**config.mk**
```make
export PLATFORM = sky130hd
export DESIGN_NAME = datapathTop
export DESIGN_NICKNAME = d
export VERILOG_FILES = /design/src/hdl/datapathPkg.sv /design/src/hdl/busMux.sv /design/src/hdl/instrDecode.sv /design/src/hdl/aluExecute.sv /design/src/hdl/resultRegs.sv /design/src/hdl/datapathTop.sv
export VERILOG_INCLUDE_DIRS = /design/src /design/src/hdl
export SDC_FILE = /design/constraint.sdc
export NUM_CORES = 2
export LEC_CHECK = 0
export BUFFER_PORTS_ARGS = -buffer_cell sky130_fd_sc_hd__buf_2
export CAP_MARGIN = 20
export CORE_AREA = 2 2 505 507
export CTS_CLUSTER_DIAMETER = 120
export CTS_CLUSTER_SIZE = 30
export DETAILED_ROUTE_END_ITERATION = 12
export DIE_AREA = 0 0 507 509
export PLACE_DENSITY = 0.56
export SLEW_MARGIN = 15
export SYNTH_ARGS = -nofsm -noshare
export SYNTH_HDL_FRONTEND = slang
export SYNTH_SLANG_ARGS = --single-unit
```
**constraint.sdc**
```tcl
create_clock -name clock -period 17.5 [get_ports clock]
set_clock_uncertainty 0.15 [all_clocks]
set_input_delay 0.875 -clock clock [delete_from_list [all_inputs] [get_ports clock]]
set_output_delay 0.875 -clock clock [all_outputs]
set_load 0.005 [all_outputs]
```
**src/hdl/datapath_config.svh**
```systemverilog
`ifndef DATAPATH_CONFIG_SVH
`define DATAPATH_CONFIG_SVH

// Width of the shared bus and of every register on it.
`define DP_WORD_WIDTH 32

// General-purpose registers R0 to R15.
`define DP_NUM_REGS 16

// Immediate field of the immediate-format instructions.
`define DP_IMM_WIDTH 19

`endif

```
**src/hdl/datapathPkg.sv**
```systemverilog
`include "datapath_config.svh"

package datapathPkg;

    typedef logic [`DP_WORD_WIDTH-1:0] word_t;
    typedef logic [$clog2(`DP_NUM_REGS)-1:0] regIdx_t;

    typedef enum logic [4:0] {
        opAdd, opSub, opAnd, opOr, opShl, opShr, opMul,
        opAddi, opAndi, opOri,
        opIn, opOut, opMfhi, opMflo
    } opcode_e;

    // Lowest priority first. The value is the select code of the bus multiplexer.
    typedef enum logic [4:0] {
        srcR0, srcR1, srcR2, srcR3, srcR4, srcR5, srcR6, srcR7,
        srcR8, srcR9, srcR10, srcR11, srcR12, srcR13, srcR14, srcR15,
        srcHi, srcLo, srcZHigh, srcZLow, srcInPort, srcConst
    } busSrc_e;

    typedef logic [srcConst:0] busEnable_t;

    typedef struct packed {
        opcode_e opcode;
        regIdx_t ra;
        regIdx_t rb;
        regIdx_t rc;
        logic [14:0] unused;
    } regFormat_t;

    typedef struct packed {
        opcode_e opcode;
        regIdx_t ra;
        regIdx_t rb;
        logic [`DP_IMM_WIDTH-1:0] imm;
    } immFormat_t;

    typedef union packed {
        regFormat_t regForm;
        immFormat_t immForm;
    } instr_t;

endpackage

```
**src/hdl/busMux.sv**
```systemverilog
`include "datapath_config.svh"

module busMux
(
    input  datapathPkg::busEnable_t busEnable,
    input  datapathPkg::word_t      regValues [`DP_NUM_REGS],
    input  datapathPkg::word_t      hi,
    input  datapathPkg::word_t      lo,
    input  datapathPkg::word_t      zHigh,
    input  datapathPkg::word_t      zLow,
    input  datapathPkg::word_t      inPort,
    input  datapathPkg::word_t      constant,
    output datapathPkg::word_t      bus
);

    datapathPkg::busSrc_e srcSel;

    // ------------------------------------------------------------
    // Priority encoder
    // ------------------------------------------------------------

    // Later entries overwrite earlier ones, so the highest enabled source wins.
    // With nothing enabled the constant drives the bus.
    always_comb
    begin
        srcSel = datapathPkg::srcConst;
        for (int i = 0; i <= datapathPkg::srcConst; i++)
        begin
            if (busEnable[i])
            begin
                srcSel = datapathPkg::busSrc_e'(i);
            end
        end
    end

    // ------------------------------------------------------------
    // Bus selector
    // ------------------------------------------------------------

    always_comb
    begin
        case (srcSel)
            datapathPkg::srcHi:     bus = hi;
            datapathPkg::srcLo:     bus = lo;
            datapathPkg::srcZHigh:  bus = zHigh;
            datapathPkg::srcZLow:   bus = zLow;
            datapathPkg::srcInPort: bus = inPort;
            datapathPkg::srcConst:  bus = constant;
            // R0 to R15 share their code with the register number.
            default:                bus = regValues[srcSel[3:0]];
        endcase
    end

    // Two drivers at once means the decoder schedule is broken.
    oneBusDriver: assert final ($onehot0(busEnable))
        else $error("busMux: more than one bus source enabled: %b", busEnable);

endmodule

```
**src/hdl/instrDecode.sv**
```systemverilog
`include "datapath_config.svh"

module instrDecode
(
    input  logic                    clock,
    input  logic                    rstN,
    input  logic                    instrValid,
    input  datapathPkg::instr_t     instr,
    output datapathPkg::busEnable_t busEnable,
    output logic                    yLoad,
    output logic                    zLoad,
    output logic                    regLoad,
    output logic                    hiLoad,
    output logic                    loLoad,
    output logic                    outLoad,
    output datapathPkg::regIdx_t    destReg,
    output datapathPkg::opcode_e    aluOp,
    output datapathPkg::word_t      constant,
    output logic                    done
);

    datapathPkg::instr_t instrQ;
    logic [2:0]          stepQ;
    logic                isImm;

    // Step 0 is idle. Steps 1 to 4 are bus cycles of the current instruction.
    always_ff @(posedge clock)
    begin
        if (!rstN)
            stepQ <= 3'd0;
        else if (stepQ == 3'd0)
        begin
            if (instrValid)
                stepQ <= 3'd1;
        end
        else if (done)
            stepQ <= 3'd0;
        else
            stepQ <= stepQ + 3'd1;
    end

    always_ff @(posedge clock)
    begin
        if (instrValid && stepQ == 3'd0)
            instrQ <= instr;
    end

    // ------------------------------------------------------------
    // Instruction fields
    // ------------------------------------------------------------

    // The opcode and ra sit in the same place in both formats.
    assign aluOp   = instrQ.regForm.opcode;
    assign destReg = instrQ.regForm.ra;
    assign isImm   = aluOp inside {datapathPkg::opAddi, datapathPkg::opAndi,
                                   datapathPkg::opOri};
    assign constant = {{(`DP_WORD_WIDTH - `DP_IMM_WIDTH){instrQ.immForm.imm[`DP_IMM_WIDTH-1]}},
                       instrQ.immForm.imm};

    // ------------------------------------------------------------
    // Bus schedule
    // ------------------------------------------------------------

    always_comb
    begin
        busEnable = '0;
        yLoad     = 1'b0;
        zLoad     = 1'b0;
        regLoad   = 1'b0;
        hiLoad    = 1'b0;
        loLoad    = 1'b0;
        outLoad   = 1'b0;
        done      = 1'b0;
        case (aluOp)
            datapathPkg::opIn, datapathPkg::opMfhi, datapathPkg::opMflo:
                if (stepQ == 3'd1)
                begin
                    if (aluOp == datapathPkg::opIn)
                        busEnable[datapathPkg::srcInPort] = 1'b1;
                    else if (aluOp == datapathPkg::opMfhi)
                        busEnable[datapathPkg::srcHi] = 1'b1;
                    else
                        busEnable[datapathPkg::srcLo] = 1'b1;
                    regLoad = 1'b1;
                    done    = 1'b1;
                end
            datapathPkg::opOut:
                if (stepQ == 3'd1)
                begin
                    busEnable[instrQ.regForm.ra] = 1'b1;
                    outLoad = 1'b1;
                    done    = 1'b1;
                end
            datapathPkg::opAdd, datapathPkg::opSub, datapathPkg::opAnd, datapathPkg::opOr,
            datapathPkg::opShl, datapathPkg::opShr, datapathPkg::opMul,
            datapathPkg::opAddi, datapathPkg::opAndi, datapathPkg::opOri:
                case (stepQ)
                    3'd1:
                    begin
                        busEnable[instrQ.regForm.rb] = 1'b1;
                        yLoad = 1'b1;
                    end
                    3'd2:
                    begin
                        if (isImm)
                            busEnable[datapathPkg::srcConst] = 1'b1;
                        else
                            busEnable[instrQ.regForm.rc] = 1'b1;
                        zLoad = 1'b1;
                    end
                    3'd3:
                    begin
                        busEnable[datapathPkg::srcZLow] = 1'b1;
                        if (aluOp == datapathPkg::opMul)
                            loLoad = 1'b1;
                        else
                        begin
                            regLoad = 1'b1;
                            done    = 1'b1;
                        end
                    end
                    3'd4:
                    begin
                        busEnable[datapathPkg::srcZHigh] = 1'b1;
                        hiLoad = 1'b1;
                        done   = 1'b1;
                    end
                    default:
                    begin
                    end
                endcase
            // An unknown opcode retires in one idle bus cycle.
            default:
                done = (stepQ == 3'd1);
        endcase
    end

    // The source holds instrValid only between instructions.
    noStrobeWhileBusy: assert property (@(posedge clock) disable iff (!rstN)
        instrValid |-> stepQ == 3'd0)
        else $error("instrDecode: instrValid while an instruction is in progress");

endmodule

```
**src/hdl/aluExecute.sv**
```systemverilog
`include "datapath_config.svh"

module aluExecute
(
    input  logic                 clock,
    input  logic                 rstN,
    input  datapathPkg::word_t   bus,
    input  logic                 yLoad,
    input  logic                 zLoad,
    input  datapathPkg::opcode_e aluOp,
    output datapathPkg::word_t   zHigh,
    output datapathPkg::word_t   zLow
);

    datapathPkg::word_t              yQ;
    logic [2*`DP_WORD_WIDTH-1:0]     zQ;
    logic [2*`DP_WORD_WIDTH-1:0]     result;
    logic signed [2*`DP_WORD_WIDTH-1:0] product;

    always_ff @(posedge clock)
    begin
        if (yLoad)
            yQ <= bus;
    end

    // ------------------------------------------------------------
    // ALU
    // ------------------------------------------------------------

    // Both operands widen to 64 bits with their sign before the multiply.
    assign product = $signed(yQ) * $signed(bus);

    always_comb
    begin
        result = '0;
        case (aluOp)
            datapathPkg::opAdd, datapathPkg::opAddi:
                result[`DP_WORD_WIDTH-1:0] = yQ + bus;
            datapathPkg::opSub:
                result[`DP_WORD_WIDTH-1:0] = yQ - bus;
            datapathPkg::opAnd, datapathPkg::opAndi:
                result[`DP_WORD_WIDTH-1:0] = yQ & bus;
            datapathPkg::opOr, datapathPkg::opOri:
                result[`DP_WORD_WIDTH-1:0] = yQ | bus;
            datapathPkg::opShl:
                result[`DP_WORD_WIDTH-1:0] = yQ << bus[4:0];
            datapathPkg::opShr:
                result[`DP_WORD_WIDTH-1:0] = yQ >> bus[4:0];
            datapathPkg::opMul:
                result = product;
            default:
                result = '0;
        endcase
    end

    // ------------------------------------------------------------
    // Z register
    // ------------------------------------------------------------

    always_ff @(posedge clock)
    begin
        if (!rstN)
            zQ <= '0;
        else if (zLoad)
            zQ <= result;
    end

    assign zHigh = zQ[2*`DP_WORD_WIDTH-1:`DP_WORD_WIDTH];
    assign zLow  = zQ[`DP_WORD_WIDTH-1:0];

endmodule

```
**src/hdl/resultRegs.sv**
```systemverilog
`include "datapath_config.svh"

module resultRegs
(
    input  logic                 clock,
    input  logic                 rstN,
    input  datapathPkg::word_t   bus,
    input  logic                 regLoad,
    input  logic                 hiLoad,
    input  logic                 loLoad,
    input  logic                 outLoad,
    input  datapathPkg::regIdx_t destReg,
    output datapathPkg::word_t   regValues [`DP_NUM_REGS],
    output datapathPkg::word_t   hi,
    output datapathPkg::word_t   lo,
    output datapathPkg::word_t   outPort
);

    // ------------------------------------------------------------
    // General registers
    // ------------------------------------------------------------

    always_ff @(posedge clock)
    begin
        if (!rstN)
        begin
            for (int i = 0; i < `DP_NUM_REGS; i++)
            begin
                regValues[i] <= '0;
            end
        end
        else if (regLoad)
            regValues[destReg] <= bus;
    end

    // ------------------------------------------------------------
    // HI, LO and output port
    // ------------------------------------------------------------

    always_ff @(posedge clock)
    begin
        if (!rstN)
        begin
            hi      <= '0;
            lo      <= '0;
            outPort <= '0;
        end
        else
        begin
            if (hiLoad)
                hi <= bus;
            if (loLoad)
                lo <= bus;
            if (outLoad)
                outPort <= bus;
        end
    end

    // One bus word per cycle can land in only one place.
    singleWriter: assert property (@(posedge clock) disable iff (!rstN)
        $onehot0({regLoad, hiLoad, loLoad, outLoad}))
        else $error("resultRegs: more than one load strobe in the same cycle");

endmodule

```
**src/hdl/datapathTop.sv**
```systemverilog
`include "datapath_config.svh"

module datapathTop
(
    input  logic                clock,
    input  logic                rstN,
    input  logic                instrValid,
    input  datapathPkg::instr_t instr,
    input  datapathPkg::word_t  inPort,
    output logic                done,
    output datapathPkg::word_t  outPort
);

    datapathPkg::busEnable_t busEnable;
    datapathPkg::word_t      bus;
    datapathPkg::word_t      constant;
    datapathPkg::word_t      zHigh;
    datapathPkg::word_t      zLow;
    datapathPkg::word_t      hi;
    datapathPkg::word_t      lo;
    datapathPkg::word_t      regValues [`DP_NUM_REGS];
    datapathPkg::regIdx_t    destReg;
    datapathPkg::opcode_e    aluOp;
    logic                    yLoad;
    logic                    zLoad;
    logic                    regLoad;
    logic                    hiLoad;
    logic                    loLoad;
    logic                    outLoad;

    instrDecode instrDecode_i
    (
        .clock      (clock),
        .rstN       (rstN),
        .instrValid (instrValid),
        .instr      (instr),
        .busEnable  (busEnable),
        .yLoad      (yLoad),
        .zLoad      (zLoad),
        .regLoad    (regLoad),
        .hiLoad     (hiLoad),
        .loLoad     (loLoad),
        .outLoad    (outLoad),
        .destReg    (destReg),
        .aluOp      (aluOp),
        .constant   (constant),
        .done       (done)
    );

    busMux busMux_i
    (
        .busEnable (busEnable),
        .regValues (regValues),
        .hi        (hi),
        .lo        (lo),
        .zHigh     (zHigh),
        .zLow      (zLow),
        .inPort    (inPort),
        .constant  (constant),
        .bus       (bus)
    );

    aluExecute aluExecute_i
    (
        .clock (clock),
        .rstN  (rstN),
        .bus   (bus),
        .yLoad (yLoad),
        .zLoad (zLoad),
        .aluOp (aluOp),
        .zHigh (zHigh),
        .zLow  (zLow)
    );

    resultRegs resultRegs_i
    (
        .clock     (clock),
        .rstN      (rstN),
        .bus       (bus),
        .regLoad   (regLoad),
        .hiLoad    (hiLoad),
        .loLoad    (loLoad),
        .outLoad   (outLoad),
        .destReg   (destReg),
        .regValues (regValues),
        .hi        (hi),
        .lo        (lo),
        .outPort   (outPort)
    );

endmodule

```
==> run_results.csv <==
group,metric,value,unit
status,status,"finished, final reports clean",
layout,drive_gt1_share,6.54,%
critical_path,end_kind,"register",
routing,finalWirelength,303000,µm
sta,min_period,15620,ps
clocking,clock-sinks,739,
layout,fill_cells,26500,
routing,ant_nets,0,
critical_path,slowest_delay,930,ps
synthesis,postSynth.asyncResetShare,0,%
routing,drt_first_iter_violations,6849,
floorplanning,start_util,29.9,%
floorplanning,rows,185,
global_route,grt_usage,23.1,%
clocking,path_clk_slew,120,ps
sta,fmax,64.0,MHz
global_route,grt_pass1_wl,447000,µm
synthesis,ys_top_cells_by_area,"fa_1 (29%), dfxtp_1 (18%), nand2_1 (9.6%)",
global_route,gr-total-overflow,0,
placed_design,gp_congestion,0.989,
clocking,cts_resized,0,
synthesis,synth-main-ff-cell,"dfxtp_1",
global_route,first_global_vias,65300,
placed_design,place_hpwl,216000,µm
clocking,htreeDepth,2,
layout,nNetsFinal,9889,
sta,fin_setup_tns,0,ps
clocking,post_cts_buffers,0,
clocking,clkLatencyLatePin,710,ps
layout,fin_cells,11900,
clocking,cts_tree,"built",
floorplanning,die_h,509,µm
global_route,grt_max_degree,231,
critical_path,r2r_setup_slack,1880,ps
critical_path,worstSetupStartpointType,"register",
synthesis,synth_cells,8839,
sta,setup_violations,0,
routing,vias,63900,
synthesis,yosysTopAreaCell,"fa_1",
placed_design,port_buffers,99,
critical_path,arrival,16010,ps
critical_path,timing_worst_setup_path_type,"reg -> reg",
critical_path,crit_fanout,46,
critical_path,crit_required,17890,ps
sta,hold_viol_final,0,
min_path,min_to,"instrDecode_i.instrQ[2]$_DFFE_PP_",
placed_design,dp.cells,11800,
floorplanning,die_width,507,µm
critical_path,critical_path.top_delay_family,"compound AO/OA/AOI/OAI gates",
sta,maxSlewHeadroom,16.9,%
clocking,cts_inserted_buffers,39,
synthesis,synth_common_cells,"nand2_1 (1930), fa_1 (1083), inv_1 (1078)",
critical_path,slowest_stage,"a2bb2oi_1",
critical_path,r2r_end,"aluExecute_i.zQ[63]$_SDFFE_PN0P_",
sta,tightest_slew,1210,ps
synthesis,syn_area,75500,µm²
min_path,min_from,"instr[2]",
synthesis,synth_most_common_cell,"nand2_1",
global_route,antenna_found_initial,15,
critical_path,r2r_start,"instrDecode_i.instrQ[30]$_DFFE_PP_",
floorplanning,die_area,258000,µm²
synthesis,synth_seq_area_share,20.4,%
routing,via_per_inst,5.37,
synthesis,syn-num-nets,10200,
min_path,holdPathStages,1,
clocking,cts_hold_buffers,0,
critical_path,crit_buf_inv,8,
sta,min_period_over_period,89.3,%
clocking,cts-root-buf,"clkbuf_16",
routing,wire_per_inst,25.4,µm
critical_path,cp_common_cell,"fa_1",
synthesis,synth-edff-count,64,
clocking,clockBufferDepth,3,
layout,area_growth,7.58,%
sta,rsz0062_at_grt,"no",
synthesis,ys_ff_latch,739,
sta,slew_violations,0,
synthesis,synth_top_cell_area_share,28.7,%
run,maxCapViolCount,0,
floorplanning,coreArea,253000,µm²
synthesis,yosysWarnings,0,
synthesis,postSynthAreaPerCell,8.54,µm²
sta,holdWs,196,ps
critical_path,r2r_cells,42,
routing,drc,0,
routing,dr.pass1.iters,7,
floorplanning,io_pins,100,
min_path,hold_path_class,"in -> reg",
synthesis,ys_types,104,
## cells in the final DEF, fill, tap and decap left out, types with 29 or more instances in the layout
cell type	instances
nor2b_1	43
a31oi_1	46
nand3_1	52
a221oi_1	70
o211ai_1	34
a21oi_1	214
a21boi_0	562
nor2_1	269
nand2b_1	29
buf_4	190
clkbuf_16	39
o221ai_1	49
a222oi_1	36
dfxtp_1	675
edfxtp_1	64
xor2_1	42
fa_1	1082
o21ai_0	216
a221o_1	37
mux2i_1	165
inv_1	1076
mux2_2	61
xnor2_1	76
nor3_1	48
a21o_1	42
buf_2	98
and2_1	490
a22oi_1	34
nand2_1	1926
ha_1	224
## cell families (layout without fill, tap and decap cells)
| logic type | after synthesis | count (layout) | synth area share (%) |
|---|---|---|---|
| muxes | 235 | 235 | 3.28 |
| buffers and inverters | 1759 | 1453 | 8.88 |
| xor gates and xnor gates | 118 | 118 | 1.37 |
| AOI/OAI and AO/OA | 1652 | 1652 | 15.8 |
| and+or+nand+nor | 3029 | 3029 | 17.8 |
| DFF | 739 | 739 | 20.4 |
| other | 0 | 7 | 0 |
| adders and majority gates | 1307 | 1307 | 32.4 |
## state kept, by name, summed over array words and instances (netlist names)
| register | count |
|---|---|
| aluExecute_i.yQ | 32 |
| aluExecute_i.zQ | 64 |
| instrDecode_i.instrQ | 32 |
| instrDecode_i.stepQ | 3 |
| resultRegs_i.hi | 32 |
| resultRegs_i.lo | 32 |
| resultRegs_i.outPort | 32 |
| resultRegs_i.regValues | 512 |
## metrics by stage
step,setup slack [ps],cell area (µm²),utilization (%)
after floorplan,4640,75500,-
after global placement,2090,79700,31.5
after CTS,1970,81200,32.1
final,1880,81200,32.1
after global routing,1510,81200,32.1
after detailed placement,2060,79800,31.6
## metal layers
metal,GRT usage (%),part of all wire [%]
met5,0,0.0089
met4,9.41,4.6
met3,3.24,8.5
met2,36.7,45
met1,31.6,42
## worst register-to-register path: cells and delay by family (launching register included)
family | cells | cell delay [ps]
compound gates | 13 | 5360
xor+xnor | 1 | 100
fa+ha+maj | 9 | 4460
buf+inv | 8 | 1590
flops | 1 | 680
simple gates | 11 | 3120
## worst max-delay path by stage
stage,slack [ps],to,from,cells after the start
floorplan,4640,aluExecute_i.zQ[62]$_SDFFE_PN0P_,instrDecode_i.stepQ[1]$_SDFFE_PN0P_,48
global placement,2090,aluExecute_i.zQ[63]$_SDFFE_PN0P_,instrDecode_i.instrQ[30]$_DFFE_PP_,42
CTS,1970,aluExecute_i.zQ[63]$_SDFFE_PN0P_,instrDecode_i.instrQ[30]$_DFFE_PP_,42
finish,1880,aluExecute_i.zQ[63]$_SDFFE_PN0P_,instrDecode_i.instrQ[30]$_DFFE_PP_,42
global route,1510,aluExecute_i.zQ[63]$_SDFFE_PN0P_,instrDecode_i.instrQ[30]$_DFFE_PP_,41
detailed placement,2060,aluExecute_i.zQ[63]$_SDFFE_PN0P_,instrDecode_i.instrQ[28]$_DFFE_PP_,42
## layout make-up
cell class | instances | area, µm² | area share (%)
antenna | 7 | 17.5 | 0.0216
clock buffer | 42 | 998 | 1.23
clock inverter | 17 | 388 | 0.478
inverter | 1088 | 4080 | 5.03
multi-input combinational | 6341 | 53800 | 66.3
sequential | 739 | 15400 | 19.0
tap | 3366 | 4210 | 5.19
timing repair buffer | 306 | 2240 | 2.76
Power is left out: the tool's default activity adds up to more than one toggle a clock period on the data nets, which glitch-free logic cannot reach.
